$ cat config.mk
export PLATFORM = sky130hd
export DESIGN_NAME = GpioSubsystem
export DESIGN_NICKNAME = d
export VERILOG_FILES = /design/src/source/GpioPkg.sv /design/src/source/UsiPkg.sv /design/src/source/GpioCsr.sv /design/src/source/GpioSubsystem.sv /design/src/source/SwInputSync.sv /design/src/source/SwitchFilter.sv
export SDC_FILE = /design/constraint.sdc
export NUM_CORES = 1
export LEC_CHECK = 0
export CAP_MARGIN = 10
export CORE_MARGIN = 3
export CORE_UTILIZATION = 25
export DETAILED_ROUTE_END_ITERATION = 10
export DONT_BUFFER_PORTS = 1
export PLACE_DENSITY = 0.44
export SYNTH_ARGS = -nofsm -noshare
export SYNTH_HDL_FRONTEND = slang
export SYNTH_HIERARCHICAL = 1
export SYNTH_SLANG_ARGS = --single-unit
$ cat constraint.sdc
create_clock -name iSCLK -period 2.15 [get_ports iSCLK]
set_input_delay 0.3225 -clock iSCLK [delete_from_list [all_inputs] [get_ports iSCLK]]
set_output_delay 0.3225 -clock iSCLK [all_outputs]
set_load 0.01 [all_outputs]
$ cat src/source/GpioPkg.sv
// GPIO block register map, switch filter states and reset values
package GpioPkg;

	// ------------------------------------------------------------------
	// Register offsets inside the GPIO block
	// ------------------------------------------------------------------
	typedef enum logic [7:0]
	{
		// Writable control registers
		RegOutCtrl  = 8'h00,
		RegDir      = 8'h04,
		RegAltMode  = 8'h08,
		RegVideoOe  = 8'h10,
		RegAudioOe  = 8'h14,
		RegRomOe    = 8'h18,
		RegCfgRomOe = 8'h1C,
		// Read-only status
		RegGpioIn   = 8'h40,
		RegPushSw   = 8'h41,
		RegEdgeSw   = 8'h42,
		RegLongSw   = 8'h43,
		RegPllLock  = 8'h44
	} CsrOffset;

	// Push switch filter states
	typedef enum logic [1:0]
	{
		SwIdle    = 2'd0,
		SwSettle  = 2'd1,
		SwPressed = 2'd2,
		SwHeld    = 2'd3
	} SwState;

	// ------------------------------------------------------------------
	// Pin group widths, fixed by the board
	// ------------------------------------------------------------------
	localparam int cVideoOeWidth  = 24;
	localparam int cAudioOeWidth  = 3;
	localparam int cRomOeWidth    = 8;
	localparam int cCfgRomOeWidth = 7;

	// Per-bit reset level of the general purpose registers
	// Pins come up as inputs in alternate mode, outputs low
	localparam logic cGpioOutRstBit = 1'b0;
	localparam logic cGpioDirRstBit = 1'b1;
	localparam logic cGpioAltRstBit = 1'b1;

	// Output enable masks come up disabled
	localparam logic [cVideoOeWidth-1:0]  cVideoOeRst  = '0;
	localparam logic [cAudioOeWidth-1:0]  cAudioOeRst  = '0;
	localparam logic [cRomOeWidth-1:0]    cRomOeRst    = '0;
	localparam logic [cCfgRomOeWidth-1:0] cCfgRomOeRst = '0;

endpackage

$ cat src/source/UsiPkg.sv
// USI slave bus definitions shared by the bus slaves and their drivers
package UsiPkg;

	// ------------------------------------------------------------------
	// Bus field layout
	// ------------------------------------------------------------------

	// Word width of address, write data and read data
	localparam int cUsiBusWidth = 32;

	// Address bit that marks the access as a write
	localparam int cUsiWrBit = 30;

	// Block select field starts here, its width is set per slave
	localparam int cBlockLsb = 16;

	// Register offset inside a block, low address bits
	localparam int cCsrOffsetWidth = 8;

	// ------------------------------------------------------------------
	// Access kind, taken from the write bit
	// ------------------------------------------------------------------
	typedef enum logic
	{
		UsiRead  = 1'b0,
		UsiWrite = 1'b1
	} UsiAccess;

endpackage

$ cat src/source/GpioCsr.sv
// GPIO control and status registers on the USI slave bus
module GpioCsr import UsiPkg::*; import GpioPkg::*; #(
	parameter int                         pBlockAdrsWidth = 8,
	parameter logic [pBlockAdrsWidth-1:0] pAdrsMap        = 1,
	parameter int                         pGpioWidth      = 5,
	parameter int                         pExtSwNum       = 7
)(
	input  logic                      iSCLK,
	input  logic                      iSRST,
	// Bus
	input  logic [cUsiBusWidth-1:0]   iSUsiAdrs,
	input  logic [cUsiBusWidth-1:0]   iSUsiWd,
	output logic [cUsiBusWidth-1:0]   oSUsiRd,
	// Status
	input  logic [pGpioWidth-1:0]     iGpioIn,
	input  logic [pExtSwNum-1:0]      iPushSw,
	input  logic [pExtSwNum-1:0]      iEdgeSw,
	input  logic [pExtSwNum-1:0]      iLongSw,
	input  logic                      iPllLock,
	output logic                      oEdgeClr,
	// Control
	output logic [pGpioWidth-1:0]     oGpioOutCtrl,
	output logic [pGpioWidth-1:0]     oGpioDir,
	output logic [pGpioWidth-1:0]     oGpioAltMode,
	output logic [cVideoOeWidth-1:0]  oVideoGpioOe,
	output logic [cAudioOeWidth-1:0]  oAudioGpioOe,
	output logic [cRomOeWidth-1:0]    oRomGpioOe,
	output logic [cCfgRomOeWidth-1:0] oCfgRomGpioOe
);

	UsiAccess                   qAccess;
	CsrOffset                   qOffset;
	logic [pBlockAdrsWidth-1:0] qBlock;
	logic                       qWrEn;

	// ------------------------------------------------------------------
	// Address decode
	// ------------------------------------------------------------------
	assign qAccess = UsiAccess'(iSUsiAdrs[cUsiWrBit]);
	assign qOffset = CsrOffset'(iSUsiAdrs[cCsrOffsetWidth-1:0]);
	assign qBlock  = iSUsiAdrs[cBlockLsb +: pBlockAdrsWidth];

	// Writes need the block match, reads only look at the offset
	assign qWrEn = (qAccess == UsiWrite) && (qBlock == pAdrsMap);

	// Press flags drop at the edge that captures the read word
	assign oEdgeClr = (qAccess == UsiRead) && (qOffset == RegEdgeSw);

	// ------------------------------------------------------------------
	// Control registers
	// ------------------------------------------------------------------
	always_ff @(posedge iSCLK)
	begin
		if (iSRST)
		begin
			oGpioOutCtrl  <= {pGpioWidth{cGpioOutRstBit}};
			oGpioDir      <= {pGpioWidth{cGpioDirRstBit}};
			oGpioAltMode  <= {pGpioWidth{cGpioAltRstBit}};
			oVideoGpioOe  <= cVideoOeRst;
			oAudioGpioOe  <= cAudioOeRst;
			oRomGpioOe    <= cRomOeRst;
			oCfgRomGpioOe <= cCfgRomOeRst;
		end
		else if (qWrEn)
		begin
			case (qOffset)
				RegOutCtrl:
					oGpioOutCtrl <= iSUsiWd[pGpioWidth-1:0];
				RegDir:
					oGpioDir <= iSUsiWd[pGpioWidth-1:0];
				RegAltMode:
					oGpioAltMode <= iSUsiWd[pGpioWidth-1:0];
				RegVideoOe:
					oVideoGpioOe <= iSUsiWd[cVideoOeWidth-1:0];
				RegAudioOe:
					oAudioGpioOe <= iSUsiWd[cAudioOeWidth-1:0];
				RegRomOe:
					oRomGpioOe <= iSUsiWd[cRomOeWidth-1:0];
				RegCfgRomOe:
					oCfgRomGpioOe <= iSUsiWd[cCfgRomOeWidth-1:0];
				default:
				begin
					// Status offsets are read only
				end
			endcase
		end
	end

	// ------------------------------------------------------------------
	// Read mux, one cycle behind the address
	// Other offsets pass the write data on for the read chain
	// ------------------------------------------------------------------
	always_ff @(posedge iSCLK)
	begin
		if (iSRST)
			oSUsiRd <= '0;
		else
		begin
			case (qOffset)
				RegOutCtrl:
					oSUsiRd <= cUsiBusWidth'(oGpioOutCtrl);
				RegDir:
					oSUsiRd <= cUsiBusWidth'(oGpioDir);
				RegAltMode:
					oSUsiRd <= cUsiBusWidth'(oGpioAltMode);
				RegVideoOe:
					oSUsiRd <= cUsiBusWidth'(oVideoGpioOe);
				RegAudioOe:
					oSUsiRd <= cUsiBusWidth'(oAudioGpioOe);
				RegRomOe:
					oSUsiRd <= cUsiBusWidth'(oRomGpioOe);
				RegCfgRomOe:
					oSUsiRd <= cUsiBusWidth'(oCfgRomGpioOe);
				RegGpioIn:
					oSUsiRd <= cUsiBusWidth'(iGpioIn);
				RegPushSw:
					oSUsiRd <= cUsiBusWidth'(iPushSw);
				RegEdgeSw:
					oSUsiRd <= cUsiBusWidth'(iEdgeSw);
				RegLongSw:
					oSUsiRd <= cUsiBusWidth'(iLongSw);
				RegPllLock:
					oSUsiRd <= cUsiBusWidth'(iPllLock);
				default:
					oSUsiRd <= iSUsiWd;
			endcase
		end
	end

endmodule

$ cat src/source/GpioSubsystem.sv
// GPIO subsystem top with input sync, per-switch filters and register file
module GpioSubsystem import UsiPkg::*; import GpioPkg::*; #(
	parameter int                         pBlockAdrsWidth = 8,
	parameter logic [pBlockAdrsWidth-1:0] pAdrsMap        = 1,
	parameter int                         pGpioWidth      = 5,
	parameter int                         pExtSwNum       = 7,
	parameter int                         pDebounceCycles = 20000,
	parameter int                         pLongCycles     = 2000000
)(
	input  logic                      iSCLK,
	input  logic                      iSRST,
	// Bus
	input  logic [cUsiBusWidth-1:0]   iSUsiAdrs,
	input  logic [cUsiBusWidth-1:0]   iSUsiWd,
	output logic [cUsiBusWidth-1:0]   oSUsiRd,
	// Pins
	input  logic [pGpioWidth-1:0]     iGpioIn,
	input  logic [pExtSwNum-1:0]      iSwRaw,
	input  logic                      iPllLock,
	// Pad control
	output logic [pGpioWidth-1:0]     oGpioOutCtrl,
	output logic [pGpioWidth-1:0]     oGpioDir,
	output logic [pGpioWidth-1:0]     oGpioAltMode,
	output logic [cVideoOeWidth-1:0]  oVideoGpioOe,
	output logic [cAudioOeWidth-1:0]  oAudioGpioOe,
	output logic [cRomOeWidth-1:0]    oRomGpioOe,
	output logic [cCfgRomOeWidth-1:0] oCfgRomGpioOe
);

	logic [pExtSwNum-1:0]  wSwSync;
	logic [pGpioWidth-1:0] wGpioInSync;
	logic [pExtSwNum-1:0]  wPushSw;
	logic [pExtSwNum-1:0]  wEdgeSw;
	logic [pExtSwNum-1:0]  wLongSw;
	logic                  wEdgeClr;

	// ------------------------------------------------------------------
	// Pin synchronizer
	// ------------------------------------------------------------------
	SwInputSync #(
		.pExtSwNum  (pExtSwNum),
		.pGpioWidth (pGpioWidth)
	) uSwInputSync (
		.iSCLK       (iSCLK),
		.iSRST       (iSRST),
		.iSwRaw      (iSwRaw),
		.iGpioIn     (iGpioIn),
		.oSwSync     (wSwSync),
		.oGpioInSync (wGpioInSync)
	);

	// One filter per push switch
	for (genvar i = 0; i < pExtSwNum; i++)
	begin : gFilter
		SwitchFilter #(
			.pDebounceCycles (pDebounceCycles),
			.pLongCycles     (pLongCycles)
		) uSwitchFilter (
			.iSCLK    (iSCLK),
			.iSRST    (iSRST),
			.iSw      (wSwSync[i]),
			.iEdgeClr (wEdgeClr),
			.oPushSw  (wPushSw[i]),
			.oEdgeSw  (wEdgeSw[i]),
			.oLongSw  (wLongSw[i])
		);
	end

	// ------------------------------------------------------------------
	// Register file
	// ------------------------------------------------------------------
	GpioCsr #(
		.pBlockAdrsWidth (pBlockAdrsWidth),
		.pAdrsMap        (pAdrsMap),
		.pGpioWidth      (pGpioWidth),
		.pExtSwNum       (pExtSwNum)
	) uGpioCsr (
		.iSCLK         (iSCLK),
		.iSRST         (iSRST),
		.iSUsiAdrs     (iSUsiAdrs),
		.iSUsiWd       (iSUsiWd),
		.oSUsiRd       (oSUsiRd),
		.iGpioIn       (wGpioInSync),
		.iPushSw       (wPushSw),
		.iEdgeSw       (wEdgeSw),
		.iLongSw       (wLongSw),
		.iPllLock      (iPllLock),
		.oEdgeClr      (wEdgeClr),
		.oGpioOutCtrl  (oGpioOutCtrl),
		.oGpioDir      (oGpioDir),
		.oGpioAltMode  (oGpioAltMode),
		.oVideoGpioOe  (oVideoGpioOe),
		.oAudioGpioOe  (oAudioGpioOe),
		.oRomGpioOe    (oRomGpioOe),
		.oCfgRomGpioOe (oCfgRomGpioOe)
	);

endmodule

$ cat src/source/SwInputSync.sv
// Two-stage synchronizer for the external switch and GPIO input pins
module SwInputSync #(
	parameter int pExtSwNum  = 7,
	parameter int pGpioWidth = 5
)(
	input  logic                  iSCLK,
	input  logic                  iSRST,
	input  logic [pExtSwNum-1:0]  iSwRaw,
	input  logic [pGpioWidth-1:0] iGpioIn,
	output logic [pExtSwNum-1:0]  oSwSync,
	output logic [pGpioWidth-1:0] oGpioInSync
);

	localparam int cSyncWidth = pExtSwNum + pGpioWidth;

	// Switches and pins share one flop chain
	logic [cSyncWidth-1:0] qRaw;
	logic [cSyncWidth-1:0] rMeta;
	logic [cSyncWidth-1:0] rSync;

	assign qRaw = {iSwRaw, iGpioIn};

	// ------------------------------------------------------------------
	// First stage may go metastable, second one settles it
	// ------------------------------------------------------------------
	always_ff @(posedge iSCLK)
	begin
		if (iSRST)
		begin
			rMeta <= '0;
			rSync <= '0;
		end
		else
		begin
			rMeta <= qRaw;
			rSync <= rMeta;
		end
	end

	// Split back into the two buses
	assign oSwSync     = rSync[cSyncWidth-1:pGpioWidth];
	assign oGpioInSync = rSync[pGpioWidth-1:0];

endmodule

$ cat src/source/SwitchFilter.sv
// Push switch filter with debounce, sticky press flag and long-press level
module SwitchFilter import GpioPkg::*; #(
	parameter int pDebounceCycles = 20000,
	parameter int pLongCycles     = 2000000
)(
	input  logic iSCLK,
	input  logic iSRST,
	input  logic iSw,
	input  logic iEdgeClr,
	output logic oPushSw,
	output logic oEdgeSw,
	output logic oLongSw
);

	// Counter covers both the debounce and the long-press span
	localparam int cCntMax   = (pLongCycles > pDebounceCycles) ? pLongCycles : pDebounceCycles;
	localparam int cCntWidth = $clog2(cCntMax + 1);

	localparam logic [cCntWidth-1:0] cDebounceLast = cCntWidth'(pDebounceCycles - 1);
	localparam logic [cCntWidth-1:0] cLongLast     = cCntWidth'(pLongCycles - 1);

	SwState               rState;
	logic [cCntWidth-1:0] rCnt;

	// ------------------------------------------------------------------
	// Filter FSM
	// oPushSw is the accepted level, SwSettle counts samples unlike it
	// ------------------------------------------------------------------
	always_ff @(posedge iSCLK)
	begin
		if (iSRST)
		begin
			rState  <= SwIdle;
			rCnt    <= '0;
			oPushSw <= 1'b0;
			oEdgeSw <= 1'b0;
			oLongSw <= 1'b0;
		end
		else
		begin
			// Read clear, a press accepted below overrides it
			if (iEdgeClr)
				oEdgeSw <= 1'b0;

			case (rState)
				SwIdle:
				begin
					if (iSw)
					begin
						rState <= SwSettle;
						rCnt   <= cCntWidth'(1);
					end
				end

				SwSettle:
				begin
					if (iSw == oPushSw)
					begin
						// Bounce, fall back to the accepted level
						rCnt <= '0;
						if (!oPushSw)
							rState <= SwIdle;
						else if (oLongSw)
							rState <= SwHeld;
						else
							rState <= SwPressed;
					end
					else if (rCnt == cDebounceLast)
					begin
						rCnt    <= '0;
						oPushSw <= iSw;
						if (iSw)
						begin
							rState  <= SwPressed;
							oEdgeSw <= 1'b1;
						end
						else
						begin
							rState  <= SwIdle;
							oLongSw <= 1'b0;
						end
					end
					else
						rCnt <= rCnt + 1'b1;
				end

				SwPressed:
				begin
					if (!iSw)
					begin
						rState <= SwSettle;
						rCnt   <= cCntWidth'(1);
					end
					else if (rCnt == cLongLast)
					begin
						rState  <= SwHeld;
						rCnt    <= '0;
						oLongSw <= 1'b1;
					end
					else
						rCnt <= rCnt + 1'b1;
				end

				SwHeld:
				begin
					// Long level holds until the release is accepted
					if (!iSw)
					begin
						rState <= SwSettle;
						rCnt   <= cCntWidth'(1);
					end
				end

				default:
				begin
					rState <= SwIdle;
					rCnt   <= '0;
				end
			endcase
		end
	end

endmodule

==> impl_metrics.json <==
{
  "setup_viol": 0,
  "tightestPinTransition_ps": 650,
  "slew_headroom_pct": 56.5,
  "syn-cell-area_mm2": 0.0155,
  "grt_pass1_vias": 13345,
  "fin_hold_ws_ps": -141,
  "cp_max_fo": 12,
  "ys_warn_count": 6,
  "cp.arrival_ps": 2560,
  "synth.top_cells.by_count": "dfxtp_1 (295), nand2_1 (214), nor2_1 (207)",
  "drv_cap": 0,
  "synth_edf_count": 0,
  "critPathKind": "reg -> reg",
  "synthToLayoutAreaGrowth_pct": 30.9,
  "synth.distinct_cells": 104,
  "ant_nets": 0,
  "cts_tree": "done",
  "start_util_pct": 25.5,
  "grt_max_degree": 191,
  "async_flop_share_pct": 0,
  "cp.required_ps": 2580,
  "drt_iter0_drc": 1082,
  "fin_nets": 2175,
  "grt.overflow.total": 0,
  "wl_per_cell_um": 16.2,
  "synthFlopType": "dfxtp_1",
  "grt_use_total_pct": 14.0,
  "place.gp.congestion": 0.812,
  "grt_pass1_wl_mm": 73.7,
  "synth_top_area_share_pct": 38.1,
  "dp_hpwl_mm": 33.6,
  "io_buffers": 0,
  "antenna_found_initial": 3,
  "clockBufferDepth": 3,
  "timing.final.ws_setup_ps": 21.0,
  "fp.dieH_um": 255,
  "via_count": 13917,
  "clock-root-buffer": "clkbuf_16",
  "worstHoldPathType": "in -> reg",
  "clock_sinks": 295,
  "core_mm2": 0.0609,
  "hold_viol_final": 51,
  "ys_seq_area_share_pct": 38.1,
  "drv_slew": 0,
  "finish.utilization_pct": 33.3,
  "post_drt_via_cell_ratio": 4.79,
  "synth_top_area_cell": "dfxtp_1",
  "fin_worst_skew_ps": 16.0,
  "drc": 0,
  "synthTopCellsByArea": "dfxtp_1 (38%), nand2_1 (5.2%), nor2_1 (5.0%)",
  "synth_nets": 1916,
  "clock_latency_ps": 550,
  "wl_mm": 47.1,
  "cp-start-kind": "flop",
  "synth-seq-cells": 295,
  "place_ws_ps": -179,
  "vdd_ir_drop_max_uv": 359,
  "die_area_mm2": 0.0651,
  "drive_gt1_share_pct": 22.4,
  "cts_buffers": 37,
  "clk_pin_slew_ps": 60,
  "num_rows": 90,
  "dr.pass1.iters": 6,
  "period_minus_slack_ps": 2130,
  "grt_setup_unrepaired": "true",
  "critPathCaptureType": "flop",
  "p_leak_nw": 7.57,
  "synth.most_common_cell": "dfxtp_1",
  "status": "complete, but fails checks",
  "max_freq_mhz": 470,
  "h-tree-depth": 2,
  "syn_inst": 1788,
  "avgSynthCellArea_um2": 8.68,
  "fin_crit_sh_pct": 99.0,
  "power_density_mw_per_mm2": 657,
  "die-width_um": 255,
  "violations": "negative hold slack",
  "ios": 168
}
## worst paths after layout
check                                   start                                end  slack [ps]  depth (start not counted)
max          gFilter[5].uSwitchFilter/rCnt[7]  gFilter[5].uSwitchFilter/rCnt[14]          20                          7
min                                     iSRST          uGpioCsr/oVideoGpioOe[21]        -140                          1
max reg2reg  gFilter[5].uSwitchFilter/rCnt[7]  gFilter[5].uSwitchFilter/rCnt[14]          20                          7
min reg2reg             uSwInputSync/rMeta[0]              uSwInputSync/rSync[0]         440                          1
## layout by cell type, fill, tap and decap left out, drive strengths merged, types with 53 or more instances in the layout
master         n
a21oi         87
a31oi         56
buf          220
clkbuf        54
dfxtp        295
dlygate4sd3   80
nand2        214
nand3         79
nand4         63
nor2         212
nor3          53
## critical path, stage by stage (launching register included)
cell and delay [ps]:
dfxtp_2 330, or4_4 550, or3_4 360, o21ai_4 140
a211oi_2 90, buf_6 150, and3_4 160, a211o_1 250
## layer usage
metal | vias to the layer above | global-route usage, % | share of wire, %
li1 | 6984 | - | -
met1 | 6571 | 18.2 | 46
met2 | 295 | 22.0 | 44
met3 | 67 | 4.34 | 7.6
met4 | 0 | 4.54 | 2.5
met5 | - | 0 | 0
## sequential cells by signal, summed over array words and instances, names as in the netlist, 7 cells and up
signal                         flops
gFilter.uSwitchFilter/rState      14
uGpioCsr/oSUsiRd                  32
gFilter.uSwitchFilter/rCnt       147
gFilter.uSwitchFilter/oEdgeSw      7
uSwInputSync/rMeta                12
gFilter.uSwitchFilter/oLongSw      7
uGpioCsr/oCfgRomGpioOe             7
uGpioCsr/oVideoGpioOe             24
uSwInputSync/rSync                12
uGpioCsr/oRomGpioOe                8
gFilter.uSwitchFilter/oPushSw      7
## area by class of cell
type / count / area, µm²
Sequential cell: 295 / 5920
Fill cell: 6311 / 40600
Multi-Input combinational cell: 1369 / 9340
Antenna cell: 2 / 5.00
Clock inverter: 12 / 97.6
Clock buffer: 53 / 1140
Inverter: 43 / 161
Tap cell: 828 / 1040
Timing Repair Buffer: 301 / 2620
## where the power goes
part	leakage, nW	switching [mW]	internal [mW]
Clock	0.619	2.50	3.80
Combinational	4.55	0.726	0.631
Sequential	2.40	0.0916	5.58
Total	7.57	3.32	10.0
## kinds of logic after synthesis
logic type	synth area share (%)
and+or+nand+nor	30.1
AOI/OAI and AO/OA	15.1
DFF	38.1
buffers and inverters	4.38
xor gates and xnor gates	3.67
muxes	4.71
adders and majority gates	3.95
## metrics by stage
| stage | hold slack [ps] | TNS [ps] | power [mW] | instances | instance area (µm²) |
|---|---|---|---|---|---|
| finish | -141 | 0 | 13.3 | 2903 | 20300 |
| global placement | 405 | -6190 | 6.99 | 2739 | 17700 |
| detailed placement | 413 | -8140 | 7.00 | 2739 | 17700 |
| global route | -166 | -154 | 13.9 | 2903 | 20300 |
| CTS | -173 | 0 | 13.6 | 2879 | 19700 |
| floorplan | 411 | -824 | 6.63 | 1788 | 15600 |
## timing repair
item                       4_1_cts  5_1_grt
hold endpoints to repair       162      104
cloned                           0        3
pin swaps                        4       14
hold buffers                    68       12
setup endpoints to repair       20       90
resized for setup                5       83
setup buffers                    7        7
(Power assumes the default switching activity.)
